## config.mk

```make
export PLATFORM = sky130hd
export DESIGN_NAME = dvi_timing_top
export DESIGN_NICKNAME = d
export VERILOG_FILES = /design/src/rtl/dvi_timing_pkg.sv /design/src/rtl/dvi_timing_if.sv /design/src/rtl/switch_debounce.sv /design/src/rtl/mode_select.sv /design/src/rtl/video_timing.sv /design/src/rtl/pixel_path.sv /design/src/rtl/dvi_timing_top.sv
export VERILOG_INCLUDE_DIRS = /design/src /design/src/rtl
export SDC_FILE = /design/constraint.sdc
export NUM_CORES = 1
export LEC_CHECK = 0
export ABC_AREA = 1
export CORE_ASPECT_RATIO = 0.5
export CORE_MARGIN = 4
export CORE_UTILIZATION = 58
export CTS_CLUSTER_DIAMETER = 30
export DETAILED_ROUTE_END_ITERATION = 16
export DONT_BUFFER_PORTS = 1
export PLACE_DENSITY = 0.79
export REMOVE_ABC_BUFFERS = 1
export SYNTH_ARGS = -nofsm -noshare
export SYNTH_HDL_FRONTEND = slang
export SYNTH_HIERARCHICAL = 1
export SYNTH_SLANG_ARGS = --single-unit
export TNS_END_PERCENT = 5
```

## constraint.sdc

```tcl
create_clock -name pclk -period 1.8 [get_ports pclk]
set_input_delay 0.27 -clock pclk [delete_from_list [all_inputs] [get_ports pclk]]
set_output_delay 0.27 -clock pclk [all_outputs]
set_load 0.02 [all_outputs]
```

## src/rtl/dvi_timing_config.svh

```systemverilog
`ifndef DVI_TIMING_CONFIG_SVH
`define DVI_TIMING_CONFIG_SVH

////////////////////////////////
// Widths
////////////////////////////////
`define DVI_CNT_W            11 // H/V counters and compare points
`define DVI_COLOR_W          8  // One colour component
`define DVI_DEBOUNCE_CYCLES  64 // Stable cycles before a switch is taken

////////////////////////////////
// Per-mode timing in pixels and lines
////////////////////////////////
// 640x480@60 with negative sync
`define DVI_VGA_HPIXELS      640
`define DVI_VGA_HFNPRCH      16
`define DVI_VGA_HSYNCPW      96
`define DVI_VGA_HBKPRCH      48
`define DVI_VGA_VLINES       480
`define DVI_VGA_VFNPRCH      10
`define DVI_VGA_VSYNCPW      2
`define DVI_VGA_VBKPRCH      33

// 800x600@60
`define DVI_SVGA_HPIXELS     800
`define DVI_SVGA_HFNPRCH     40
`define DVI_SVGA_HSYNCPW     128
`define DVI_SVGA_HBKPRCH     88
`define DVI_SVGA_VLINES      600
`define DVI_SVGA_VFNPRCH     1
`define DVI_SVGA_VSYNCPW     4
`define DVI_SVGA_VBKPRCH     23

// 1024x768@60 with negative sync
`define DVI_XGA_HPIXELS      1024
`define DVI_XGA_HFNPRCH      24
`define DVI_XGA_HSYNCPW      136
`define DVI_XGA_HBKPRCH      160
`define DVI_XGA_VLINES       768
`define DVI_XGA_VFNPRCH      3
`define DVI_XGA_VSYNCPW      6
`define DVI_XGA_VBKPRCH      29

// 1280x720@60 and the fallback for unknown codes
`define DVI_720P_HPIXELS     1280
`define DVI_720P_HFNPRCH     110
`define DVI_720P_HSYNCPW     40
`define DVI_720P_HBKPRCH     220
`define DVI_720P_VLINES      720
`define DVI_720P_VFNPRCH     5
`define DVI_720P_VSYNCPW     5
`define DVI_720P_VBKPRCH     20

// 1280x1024@60
`define DVI_SXGA_HPIXELS     1280
`define DVI_SXGA_HFNPRCH     48
`define DVI_SXGA_HSYNCPW     112
`define DVI_SXGA_HBKPRCH     248
`define DVI_SXGA_VLINES      1024
`define DVI_SXGA_VFNPRCH     1
`define DVI_SXGA_VSYNCPW     3
`define DVI_SXGA_VBKPRCH     38

// Camera source with 720 lines and odd porches
`define DVI_CAMERA_HPIXELS   1280
`define DVI_CAMERA_HFNPRCH   110
`define DVI_CAMERA_HSYNCPW   39
`define DVI_CAMERA_HBKPRCH   220
`define DVI_CAMERA_VLINES    720
`define DVI_CAMERA_VFNPRCH   4
`define DVI_CAMERA_VSYNCPW   4
`define DVI_CAMERA_VBKPRCH   22

`endif

```

## src/rtl/dvi_timing_pkg.sv

```systemverilog
`include "dvi_timing_config.svh"

package dvi_timing_pkg;

	////////////////////////////////
	// Switch codes
	////////////////////////////////
	typedef enum logic [3:0] {
		VGA      = 4'b0000,
		SVGA     = 4'b0001,
		HDTV720P = 4'b0010,
		XGA      = 4'b0011,
		SXGA     = 4'b1000,
		CAMERA   = 4'b1001
	} mode_e;

	////////////////////////////////
	// Compare points for one mode
	////////////////////////////////
	// Horizontal points run off the pixel count, vertical off the line count
	typedef struct packed {
		logic [`DVI_CNT_W-1:0] hsblnk; // Last live pixel
		logic [`DVI_CNT_W-1:0] hssync; // Last pixel before hsync
		logic [`DVI_CNT_W-1:0] hesync; // Last hsync pixel
		logic [`DVI_CNT_W-1:0] heblnk; // Last pixel of the line
		logic [`DVI_CNT_W-1:0] vsblnk; // Last live line
		logic [`DVI_CNT_W-1:0] vssync; // Last line before vsync
		logic [`DVI_CNT_W-1:0] vesync; // Last vsync line
		logic [`DVI_CNT_W-1:0] veblnk; // Last line of the frame
		logic                  neg_sync; // 1 = sync pulses low
	} timing_t;

	// One pixel, red in the top byte
	typedef struct packed {
		logic [`DVI_COLOR_W-1:0] red;
		logic [`DVI_COLOR_W-1:0] green;
		logic [`DVI_COLOR_W-1:0] blue;
	} pixel_t;

endpackage

```

## src/rtl/dvi_timing_if.sv

```systemverilog
`timescale 1ns/1ps

// Mode record from the selector to the timing generator
interface mode_if;
	dvi_timing_pkg::timing_t timing; // Compare points plus polarity
	logic                    restart; // One cycle, counters back to 0

	modport src (
		output timing,
		output restart
	);

	modport dst (
		input timing,
		input restart
	);
endinterface

// Raster strobes from the timing generator
interface video_if;
	logic active; // Counter inside live area, same cycle
	logic load;   // Last position of the frame
	logic de;     // Data enable, 2 cycles behind the counters
	logic hsync;  // Polarity applied, aligned with de
	logic vsync;

	modport src (
		output active,
		output load,
		output de,
		output hsync,
		output vsync
	);

	modport dst (
		input active,
		input de
	);
endinterface

```

## src/rtl/switch_debounce.sv

```systemverilog
`timescale 1ns/1ps
`include "dvi_timing_config.svh"

module switch_debounce #(
	parameter int unsigned CYCLES = `DVI_DEBOUNCE_CYCLES
) (
	input  logic pclk,
	input  logic RSTBTN,
	input  logic sw_async,
	output logic sw_stable
);

	// Holds 0 .. CYCLES-1
	localparam int CNT_W = (CYCLES > 1) ? $clog2(CYCLES) : 1;

	logic             sync_1; // First flop, may go metastable
	logic             sync_2;
	logic [CNT_W-1:0] hold_cnt; // Cycles the new level has held

	////////////////////////////////
	// Synchroniser
	////////////////////////////////
	always_ff @(posedge pclk) begin
		if (RSTBTN) begin
			sync_1 <= 1'b0;
			sync_2 <= 1'b0;
		end else begin
			sync_1 <= sw_async;
			sync_2 <= sync_1;
		end
	end

	////////////////////////////////
	// Stability counter
	////////////////////////////////
	always_ff @(posedge pclk) begin
		if (RSTBTN) begin
			hold_cnt  <= '0;
			sw_stable <= 1'b0;
		end else if (sync_2 == sw_stable) begin
			hold_cnt <= '0; // Bounce back, start over
		end else if (hold_cnt == CNT_W'(CYCLES - 1)) begin
			hold_cnt  <= '0;
			sw_stable <= sync_2; // Held long enough
		end else begin
			hold_cnt <= hold_cnt + 1'b1;
		end
	end

endmodule

```

## src/rtl/mode_select.sv

```systemverilog
`timescale 1ns/1ps
`include "dvi_timing_config.svh"

module mode_select (
	input  logic       pclk,
	input  logic       RSTBTN,
	input  logic [3:0] sw_stable,
	mode_if.src        mode
);

	localparam int CW = `DVI_CNT_W;

	logic [3:0] cur_code; // Code the generator runs on

	// Live count minus one, then porches and sync stacked on top
	function automatic dvi_timing_pkg::timing_t calc(
		input int   hpix, hfp, hsw, hbp,
		input int   vlin, vfp, vsw, vbp,
		input logic neg
	);
		dvi_timing_pkg::timing_t t;
		t.hsblnk   = CW'(hpix - 1);
		t.hssync   = CW'(hpix - 1 + hfp);
		t.hesync   = CW'(hpix - 1 + hfp + hsw);
		t.heblnk   = CW'(hpix - 1 + hfp + hsw + hbp);
		t.vsblnk   = CW'(vlin - 1);
		t.vssync   = CW'(vlin - 1 + vfp);
		t.vesync   = CW'(vlin - 1 + vfp + vsw);
		t.veblnk   = CW'(vlin - 1 + vfp + vsw + vbp);
		t.neg_sync = neg;
		return t;
	endfunction

	function automatic dvi_timing_pkg::timing_t lookup(input logic [3:0] code);
		case (code)
			dvi_timing_pkg::VGA: return calc(`DVI_VGA_HPIXELS, `DVI_VGA_HFNPRCH,
				`DVI_VGA_HSYNCPW, `DVI_VGA_HBKPRCH, `DVI_VGA_VLINES,
				`DVI_VGA_VFNPRCH, `DVI_VGA_VSYNCPW, `DVI_VGA_VBKPRCH, 1'b1);
			dvi_timing_pkg::SVGA: return calc(`DVI_SVGA_HPIXELS, `DVI_SVGA_HFNPRCH,
				`DVI_SVGA_HSYNCPW, `DVI_SVGA_HBKPRCH, `DVI_SVGA_VLINES,
				`DVI_SVGA_VFNPRCH, `DVI_SVGA_VSYNCPW, `DVI_SVGA_VBKPRCH, 1'b0);
			dvi_timing_pkg::XGA: return calc(`DVI_XGA_HPIXELS, `DVI_XGA_HFNPRCH,
				`DVI_XGA_HSYNCPW, `DVI_XGA_HBKPRCH, `DVI_XGA_VLINES,
				`DVI_XGA_VFNPRCH, `DVI_XGA_VSYNCPW, `DVI_XGA_VBKPRCH, 1'b1);
			dvi_timing_pkg::SXGA: return calc(`DVI_SXGA_HPIXELS, `DVI_SXGA_HFNPRCH,
				`DVI_SXGA_HSYNCPW, `DVI_SXGA_HBKPRCH, `DVI_SXGA_VLINES,
				`DVI_SXGA_VFNPRCH, `DVI_SXGA_VSYNCPW, `DVI_SXGA_VBKPRCH, 1'b0);
			dvi_timing_pkg::CAMERA: return calc(`DVI_CAMERA_HPIXELS, `DVI_CAMERA_HFNPRCH,
				`DVI_CAMERA_HSYNCPW, `DVI_CAMERA_HBKPRCH, `DVI_CAMERA_VLINES,
				`DVI_CAMERA_VFNPRCH, `DVI_CAMERA_VSYNCPW, `DVI_CAMERA_VBKPRCH, 1'b0);
			default: return calc(`DVI_720P_HPIXELS, `DVI_720P_HFNPRCH, // 720p and unknown
				`DVI_720P_HSYNCPW, `DVI_720P_HBKPRCH, `DVI_720P_VLINES,
				`DVI_720P_VFNPRCH, `DVI_720P_VSYNCPW, `DVI_720P_VBKPRCH, 1'b0);
		endcase
	endfunction

	////////////////////////////////
	// Change detect and record load
	////////////////////////////////
	always_ff @(posedge pclk) begin
		if (RSTBTN) begin
			cur_code     <= dvi_timing_pkg::VGA;
			mode.timing  <= lookup(dvi_timing_pkg::VGA);
			mode.restart <= 1'b0;
		end else begin
			mode.restart <= (sw_stable != cur_code); // Every change, also unknown to unknown
			if (sw_stable != cur_code) begin
				cur_code    <= sw_stable;
				mode.timing <= lookup(sw_stable);
			end
		end
	end

endmodule

```

## src/rtl/video_timing.sv

```systemverilog
`timescale 1ns/1ps
`include "dvi_timing_config.svh"

module video_timing (
	input logic pclk,
	input logic RSTBTN,
	mode_if.dst mode,
	video_if.src video
);

	logic [`DVI_CNT_W-1:0] hcount; // Pixel within line
	logic [`DVI_CNT_W-1:0] vcount; // Line within frame
	logic                  running; // Low until one cycle after reset
	logic                  line_end;
	logic                  frame_end;
	logic                  active;
	logic                  hsync_int; // High-true sync from the counters
	logic                  vsync_int;
	logic                  hsync_q; // Stage 1, polarity applied
	logic                  vsync_q;
	logic                  active_q;

	////////////////////////////////
	// Counters
	////////////////////////////////
	assign line_end  = (hcount == mode.timing.heblnk);
	assign frame_end = line_end && (vcount == mode.timing.veblnk);

	always_ff @(posedge pclk) begin
		if (RSTBTN) begin
			running <= 1'b0;
			hcount  <= '0;
			vcount  <= '0;
		end else begin
			running <= 1'b1;
			if (mode.restart) begin // New mode, start a fresh line
				hcount <= '0;
				vcount <= '0;
			end else if (running) begin
				if (line_end) begin
					hcount <= '0;
					vcount <= frame_end ? '0 : vcount + 1'b1;
				end else begin
					hcount <= hcount + 1'b1;
				end
			end
		end
	end

	////////////////////////////////
	// Decode, same cycle as counters
	////////////////////////////////
	assign active = running
		&& (hcount <= mode.timing.hsblnk)
		&& (vcount <= mode.timing.vsblnk);
	assign hsync_int = (hcount > mode.timing.hssync) && (hcount <= mode.timing.hesync);
	assign vsync_int = (vcount > mode.timing.vssync) && (vcount <= mode.timing.vesync);

	assign video.active = active; // Also the stream ready
	assign video.load   = frame_end;

	////////////////////////////////
	// Two-stage output pipeline
	////////////////////////////////
	always_ff @(posedge pclk) begin
		if (RSTBTN) begin
			hsync_q     <= 1'b1; // Idle level of VGA
			vsync_q     <= 1'b1;
			active_q    <= 1'b0;
			video.hsync <= 1'b1;
			video.vsync <= 1'b1;
			video.de    <= 1'b0;
		end else begin
			hsync_q     <= hsync_int ^ mode.timing.neg_sync;
			vsync_q     <= vsync_int ^ mode.timing.neg_sync;
			active_q    <= active;
			video.hsync <= hsync_q;
			video.vsync <= vsync_q;
			video.de    <= active_q;
		end
	end

endmodule

```

## src/rtl/pixel_path.sv

```systemverilog
`timescale 1ns/1ps

module pixel_path (
	input  logic                   pclk,
	input  logic                   RSTBTN,
	video_if.dst                   video,
	input  dvi_timing_pkg::pixel_t pix_data,
	input  logic                   pix_valid,
	output logic                   pix_ready,
	output dvi_timing_pkg::pixel_t pixel,
	output logic                   underrun
);

	dvi_timing_pkg::pixel_t pix_d1; // Lines up with stage 1 of the syncs
	dvi_timing_pkg::pixel_t pix_d2; // Lines up with de
	logic                   accept;

	// Ready on every live position, valid or not
	assign pix_ready = video.active;
	assign accept    = pix_ready && pix_valid;

	////////////////////////////////
	// Pixel delay
	////////////////////////////////
	always_ff @(posedge pclk) begin
		pix_d1 <= accept ? pix_data : '0; // Missing pixel goes out black
		pix_d2 <= pix_d1;
	end

	assign pixel = video.de ? pix_d2 : '0; // Blank outside live area

	////////////////////////////////
	// Sticky underrun
	////////////////////////////////
	always_ff @(posedge pclk) begin
		if (RSTBTN) begin
			underrun <= 1'b0;
		end else if (video.active && !pix_valid) begin
			underrun <= 1'b1;
		end
	end

endmodule

```

## src/rtl/dvi_timing_top.sv

```systemverilog
`timescale 1ns/1ps
`include "dvi_timing_config.svh"

module dvi_timing_top (
	input  logic                       pclk,
	input  logic                       RSTBTN,
	input  logic [3:0]                 sw,
	input  logic [3*`DVI_COLOR_W-1:0]  pix_data, // Red in the top byte
	input  logic                       pix_valid,
	output logic                       pix_ready,
	output logic                       hsync,
	output logic                       vsync,
	output logic                       de,
	output logic [`DVI_COLOR_W-1:0]    red,
	output logic [`DVI_COLOR_W-1:0]    green,
	output logic [`DVI_COLOR_W-1:0]    blue,
	output logic                       underrun
);

	logic [3:0]             sw_stable; // Debounced switch code
	dvi_timing_pkg::pixel_t pixel;

	mode_if  mode_bus ();
	video_if video_bus ();

	////////////////////////////////
	// Switch lanes
	////////////////////////////////
	for (genvar i = 0; i < 4; i++) begin : g_sw
		switch_debounce u_deb (
			.pclk      (pclk),
			.RSTBTN    (RSTBTN),
			.sw_async  (sw[i]),
			.sw_stable (sw_stable[i])
		);
	end

	mode_select u_mode (
		.pclk      (pclk),
		.RSTBTN    (RSTBTN),
		.sw_stable (sw_stable),
		.mode      (mode_bus.src)
	);

	video_timing u_timing (
		.pclk   (pclk),
		.RSTBTN (RSTBTN),
		.mode   (mode_bus.dst),
		.video  (video_bus.src)
	);

	pixel_path u_pixel (
		.pclk      (pclk),
		.RSTBTN    (RSTBTN),
		.video     (video_bus.dst),
		.pix_data  (dvi_timing_pkg::pixel_t'(pix_data)),
		.pix_valid (pix_valid),
		.pix_ready (pix_ready),
		.pixel     (pixel),
		.underrun  (underrun)
	);

	// Outputs, all two cycles behind the counters
	assign hsync = video_bus.hsync;
	assign vsync = video_bus.vsync;
	assign de    = video_bus.de;
	assign red   = pixel.red;
	assign green = pixel.green;
	assign blue  = pixel.blue;

endmodule

```

# Word-level counts from Yosys, hierarchy flattened
# Cells that the tools add are included.
# totals
elab_cells	100
regBits	208
inputBits	31
# classes
bitwise_logic	6
addsub	6
n_lt_le_gt_ge	6
mux	5
n_eq_ne	15
reduce_logical	19
# ops
op	n
$pmux 89 s5	1
$le 11x11->1	4
$add 6x1->6 const B	4
$eq 6x6->1 const B	4
$mux 24	1
$add 11x1->11 const B	2
$eq 11x11->1	2
$gt 11x11->1	2
$mux 11	2
$reduce_or 3->1	4
$reduce_and 2->1	5
$eq 4x4->1 const B	2
$logic_and 1x1->1	7
$eq 1x1->1	4
$eq 4x1->1 const B	1
$eq 4x2->1 const B	1
$logic_not 4->1	1
$ne 4x4->1	1
$not 1->1	4
$reduce_or 2->1	1
$xor 1x1->1	2
$logic_not 1->1	1
$mux 1	1

# Longest topological paths before layout
# Gate-level depths: netlist of run 1.
# depth
word_depth	4
mapped_depth	15

# Hierarchy
# Netlist of run 1, hierarchy kept.
# by_module_without_submodules
module	seq_area_each_um2	cells_per_inst	instances	area_per_inst_um2
video_timing	580.6	546	1	3500.9
mode_select	760.7	266	1	1995.7
switch_debounce	180.2	53	4	394.1
pixel_path	980.9	155	1	1418.9

# Worst setup path before layout of run 1
# OpenSTA, ideal clock, no wires.
# synth_path
kind	flip-flop to output port
startpoint	reg, netlist name u_mode/mode.timing[6]
endpoint	out pix_ready
n_path_buf	2
path_slack_ns	-0.046
path_stages_with_launch	13
t_arrival_ns	1.576
cell_sequence	dfxtp_1 -> buf_4 -> inv_1 -> ha_1 -> nand2_1 -> nor2_1 -> nand2_1 -> nor2_1 -> nand4_1 -> o21ai_0 -> nand3_1 -> inv_1 -> buf_4
# synth_rtl
element	line_no	source
to (decl)	dvi_timing_top.sv:10	output logic pix_ready,

==> results of run 1 <==
-- cell type report --
type / instances / share of cell area, %
diodes: 1 / 0.0254
clock buffers: 17 / 4.33
clock inverters: 15 / 2.02
inverters: 215 / 8.23
multi-input cells: 749 / 43.8
flip-flops and latches: 152 / 31.0
well taps: 192 / 2.44
repair buffers: 88 / 8.07
-- routing by layer --
layer  vias to the layer above  share of wire, %  track usage, %
met3                       111               8.6            5.17
met2                       471                48            42.3
met1                      3532                38            31.4
met4                         0               5.1            11.0
met5                         -                 0               0
li1                       3676                 -               -
-- final timing paths --
check / startpoint / to / slack, ps / depth (start not counted)
setup reg to reg: u_mode/mode.timing[6] / u_pixel/pix_d1[14] / -460 / 15
hold reg to reg: u_pixel/pix_d1[10] / u_pixel/pix_d2[10] / 330 / 0
setup / recovery: u_mode/mode.timing[6] / pix_ready / -620 / 11
hold / removal: RSTBTN / u_mode/mode.timing[24] / 50 / 3
-- repair_timing --
item	4_1_cts	5_1_grt
gates cloned	0	2
setup buffers	3	1
endpoints found under the hold margin	53	0
hold buffers	30	0
endpoints found under the setup margin	26	63
pin swaps	6	11
resized for setup	11	52
-- stage by stage --
| stage | hold WS (ps) | worst slack [ps] |
|---|---|---|
| final | 47.5 | -619 |
| after global routing | 47.2 | -707 |
| after CTS | 41.3 | -519 |
| after detailed placement | 312 | -350 |
| after global placement | 310 | -163 |
| after floorplan | 310 | -173 |
-- layout by cell type, fill, tap and decap left out, types with 2 or more instances in the layout --
cell type      count
nand2_1          245
inv_1            202
dfxtp_1          146
nor2_1           111
nand3_1           95
ha_1              69
buf_4             53
a21oi_1           41
dlygate4sd3_1     29
nor2_2            27
nand4_1           26
nand2_2           25
clkbuf_16         19
o21ai_0           19
conb_1            15
nor2_4            14
inv_2             12
xnor2_1           11
xor2_1             9
clkinv_8           7
o21a_1             6
nand3b_1           5
nor3b_1            5
dfxtp_2            5
or2_2              4
inv_8              3
clkinv_4           3
ha_4               3
buf_6              2
nand2_8            2
a21oi_2            2
nand3_2            2
nand3_4            2
a22oi_2            2
-- state kept, by name, summed over array words and instances, names as in the netlist, 11 cells and up --
| register | cells |
|---|---|
| u_pixel/pix_d1 | 24 |
| u_timing/vcount | 11 |
| u_timing/hcount | 11 |
| u_mode/mode.timing | 33 |
| g_sw.u_deb/hold_cnt | 24 |
| u_pixel/pix_d2 | 24 |
-- report_power, final --
group	switching [W]	internal [W]
Clock	0.00180	0.00190
Sequential	0.0000324	0.00342
Combinational	0.000230	0.000158
-- tightest hold or removal path, cell delays in order --
cell	delay, ps
nor2_4	60
nand2_1	60
nand2_1	40
==> flow_summary.toml, run 1 <==
[placement]
port_buffers = 0
dp.cells = 1360
place_area_um2 = 8600
place.gp.congestion = 0.959
dp_hpwl_um = 13700

[routing]
firstDrtPassIters = 7
num_vias = 7790
drc = 0
drtIter0Drc = 782
wl_per_cell_um = 16.8
finalWirelength_um = 24000
antenna_left = 0
viasPerCell = 5.45

[cells_and_area]
nNetsFinal = 1326
drive_gt1_share_pct = 16.0
seq_area_um2 = 3050
nFillCells = 945
final_cells = 1429
synthToLayoutAreaGrowth_pct = 15.9
fin_util_pct = 70.6
fin_area_um2 = 9830
multi_input_area_um2 = 4310

[sta]
setup_viol = 27
max_freq_ghz = 0.413
fin_ws_ps = -619
slew_violations = 0
fin_crit_sh_pct = 134
skew_ps = 23.0
rsz0062_at_grt = "yes"
slew_headroom_pct = 18.3
period_needed_ps = 2420
finalSetupTns_ps = -10210
finalHoldViolCount = 0
tightest_slew_ps = 1220

[global_routing]
grtUsageTotal_pct = 25.2
antenna_found_initial = 0
grt_max_degree = 35
grt_pass1_vias = 7218
grt_pass1_wl_um = 33700
grt_overflow = 0

[setup_path]
cp_slowest_cell = "dfxtp_1"
arrival_ps = 2150
max_stage_delay_ps = 350
path_buf_inv = 3
critPathKind = "flop to primary output"
crit_path_end_kind = "primary output"
worst_setup_path_start_kind = "flop"
crit_fanout = 2
path_delay_family = "simple AND/OR/NAND/NOR gates"
cp_cell_sequence = "inv_1, ha_1, nand2_2, nor2_2, nand2_1, nor2_1, nand4_1, o21ai_2, nand3_4, inv_4, buf_6"
crit_required_ps = 1530

[logic_synthesis]
syn_area_per_cell_um2 = 7.21
synth_warnings = 6
synthesis.area_um2 = 8480
postSynthCellCount = 1177

[clock_tree]
clockBufferDepth = 2
cts_tree = "done"
clk_latency_ps = 430
clockRootBuffer = "clkbuf_16"
cts_made_buffers = 17
clkSinkCount = 152
htreeDepth = 4
path_clk_slew_ps = 70

[floorplanning]
start_util_pct = 60.9
io_pins = 60
die_width_um = 179
die_area_um2 = 16700
die_h_um = 93.5
rows = 30
core_area_um2 = 13900

[hold_path]
hp-class = "input pin to flop"

[outcome]
status = "finished with violations"
violations = "negative setup slack"

[power_and_ir_drop]
p_total_w = 0.00755
p_leak_nw = 5.08
vdd.ir_drop.worst_uv = 639
power.density_nw_per_um2 = 767

[flow_run]
drv_cap = 0
Note: power is estimated with default switching activity, not from simulation.
==> run 2: changes to the inputs <==
- ABC_AREA: 1 -> default
==> run 2 against run 1 <==
The flow still finishes with violations (negative setup slack). Combinational power shrank 5.7%. Global-route usage grew 0.74 points. Die area shrank 8.4%. Maximum frequency shrank 3.6%. Register-to-register slack is essentially flat. Clock power grew 8.6%. Critical endpoint unchanged.
==> flow_summary.toml, run 2 <==
[floorplanning]
start_util_pct = 60.1
io_pins = 60
die_area_um2 = 15300
die_h_um = 89.6
die_width_um = 171
rows = 29
core_area_um2 = 12800

[setup_path]
path_buf_inv = 2
crit_path_end_kind = "primary output"
critPathKind = "flop to primary output"
path_delay_family = "compound AO/OA/AOI/OAI gates"
path_depth = 7
crit_fanout = 7
crit_required_ps = 1530
max_stage_delay_ps = 330
cp_slowest_cell = "dfxtp_1"
worst_path_most_repeated_cell = "a21oi_1"
r2r_cells = 9
cp_cell_sequence = "buf_4, ha_1, a21oi_1, a21oi_1, o31a_1, nor3_4, buf_12"
worst_setup_path_start_kind = "flop"
arrival_ps = 2240

[cells_and_area]
nNetsFinal = 1023
synthToLayoutAreaGrowth_pct = 22.6
drive_gt1_share_pct = 23.5
top_register = "u_mode/mode.timing"
final_cell_mix = "dfxtp_1 (132), buf_4 (79), inv_1 (68), ha_1 (60), nor2_1 (59)"
layout_commonest_cell = "dfxtp_1"
num_antenna_cells = 0
largest_reg_flops = 33

[placement]
dp_hpwl_um = 12500
place.gp.congestion = 0.996
port_buffers = 0

[logic_synthesis]
synthesis.area_um2 = 7720
syn_area_per_cell_um2 = 8.96
postSynthCellCount = 862
synth_warnings = 6

[power_and_ir_drop]
pwr-share-seq_pct = 44.1
power_frac_clock_pct = 51.3
p_int_w = 0.00621
p_comb_share_pct = 4.7
swShare_pct = 20.9
switchingPower_w = 0.00164
vdd.ir_drop.worst_uv = 621
power.density_nw_per_um2 = 829
p_leak_nw = 4.20

[routing]
num_vias = 6311
finalWirelength_um = 20000
viasPerCell = 5.73
antenna_left = 0
drtIter0Drc = 371
drc = 0
wl_per_cell_um = 18.2
firstDrtPassIters = 5

[clock_tree]
clockRootBuffer = "clkbuf_16"
clkSinkCount = 152
cts_made_buffers = 17
htreeDepth = 4
clk_latency_ps = 420
cts_tree = "done"
path_clk_slew_ps = 60
clockBufferDepth = 2

[sta]
fin_ws_ps = -709
max_freq_ghz = 0.399
finalSetupTns_ps = -17100
setup_viol = 51
finalHoldViolCount = 0
rsz0062_at_grt = "yes"
fin_crit_sh_pct = 139
skew_ps = 7.68
whs_ps = 16.7
slew_violations = 0
period_needed_ps = 2510

[outcome]
violations = "negative setup slack"
status = "finished with violations"

[global_routing]
grt_util_met3_pct = 6.73
grt_max_degree = 40
grt_pass1_vias = 6129
busiest_layer = "met2"
grtUsageTotal_pct = 25.9
grt_pass1_wl_um = 30900
use_met1_pct = 31.0
grt_overflow = 0
grt_use_met2_pct = 45.3
antenna_found_initial = 0

[flow_run]
drv_cap = 0

[hold_path]
worstHoldPathCells = 1
hp-class = "input pin to flop"
## run 2: changes by cell type in the layout (fill, tap and decap cells not counted), moves of 22 or more
cell	change
nor2_2	-23
nand2_1	-205
xnor2_1	+26
nor2_1	-52
buf_4	+26
and2_1	+25
nand3_1	-57
inv_1	-134
nor2b_1	+22
nand2_2	-24
## run 2: power groups by stage
stage | combinational (W) | clock, W | sequential [W]
finish | 0.000366 | 0.00402 | 0.00346
global route | 0.000390 | 0.00422 | 0.00347
CTS | 0.000334 | 0.00406 | 0.00346
detailed placement | 0.000247 | 0 | 0.00354
global placement | 0.000237 | 0 | 0.00354
floorplan | 0.000152 | 0 | 0.00354
## run 2: area by class of cell
| cell class | count | area [um2] |
|---|---|---|
| Multi-Input combinational cell | 573 | 4290 |
| Clock inverter | 11 | 220 |
| Fill cell | 861 | 3370 |
| Timing Repair Buffer | 106 | 970 |
| Sequential cell | 152 | 3080 |
| Clock buffer | 20 | 437 |
| Inverter | 70 | 263 |
| Tap cell | 170 | 213 |
## run 2: through the flow
| stage | util [%] | std cells | setup WS [ps] | total power [W] | area [um2] |
|---|---|---|---|---|---|
| after detailed placement | 62.9 | 1042 | -445 | 0.00379 | 8080 |
| after global placement | 62.9 | 1042 | -369 | 0.00377 | 8080 |
| after CTS | 72.7 | 1096 | -617 | 0.00785 | 9340 |
| final | 73.7 | 1102 | -709 | 0.00785 | 9470 |
| after floorplan | - | 795 | -1250 | 0.00369 | 7230 |
| after global routing | 73.7 | 1102 | -809 | 0.00808 | 9470 |
## run 2: final timing paths
check	startpoint	to	slack, ps
min	pix_data[2]	u_pixel/pix_d1[2]	20
max reg2reg	u_timing/vcount[6]	u_pixel/pix_d1[14]	-460
min reg2reg	u_pixel/pix_d1[3]	u_pixel/pix_d2[3]	330
max	u_timing/vcount[6]	pix_ready	-710
## run 2: layer usage
| layer | wire [um] | part of all wire [%] |
|---|---|---|
| met1 | 8680 | 43 |
| met2 | 9290 | 46 |
| met3 | 1400 | 7.0 |
| met4 | 641 | 3.2 |
| met5 | 0 | 0 |
## run 2: repair_timing
action / CTS / global route
endpoints found under the hold margin: 45 / 1
endpoints found under the setup margin: 50 / 70
hold buffers: 8 / 1
gates cloned: 2 / 1
resized for setup: 80 / 18
pin swaps: 37 / 9
buffers inserted: 13 / 7
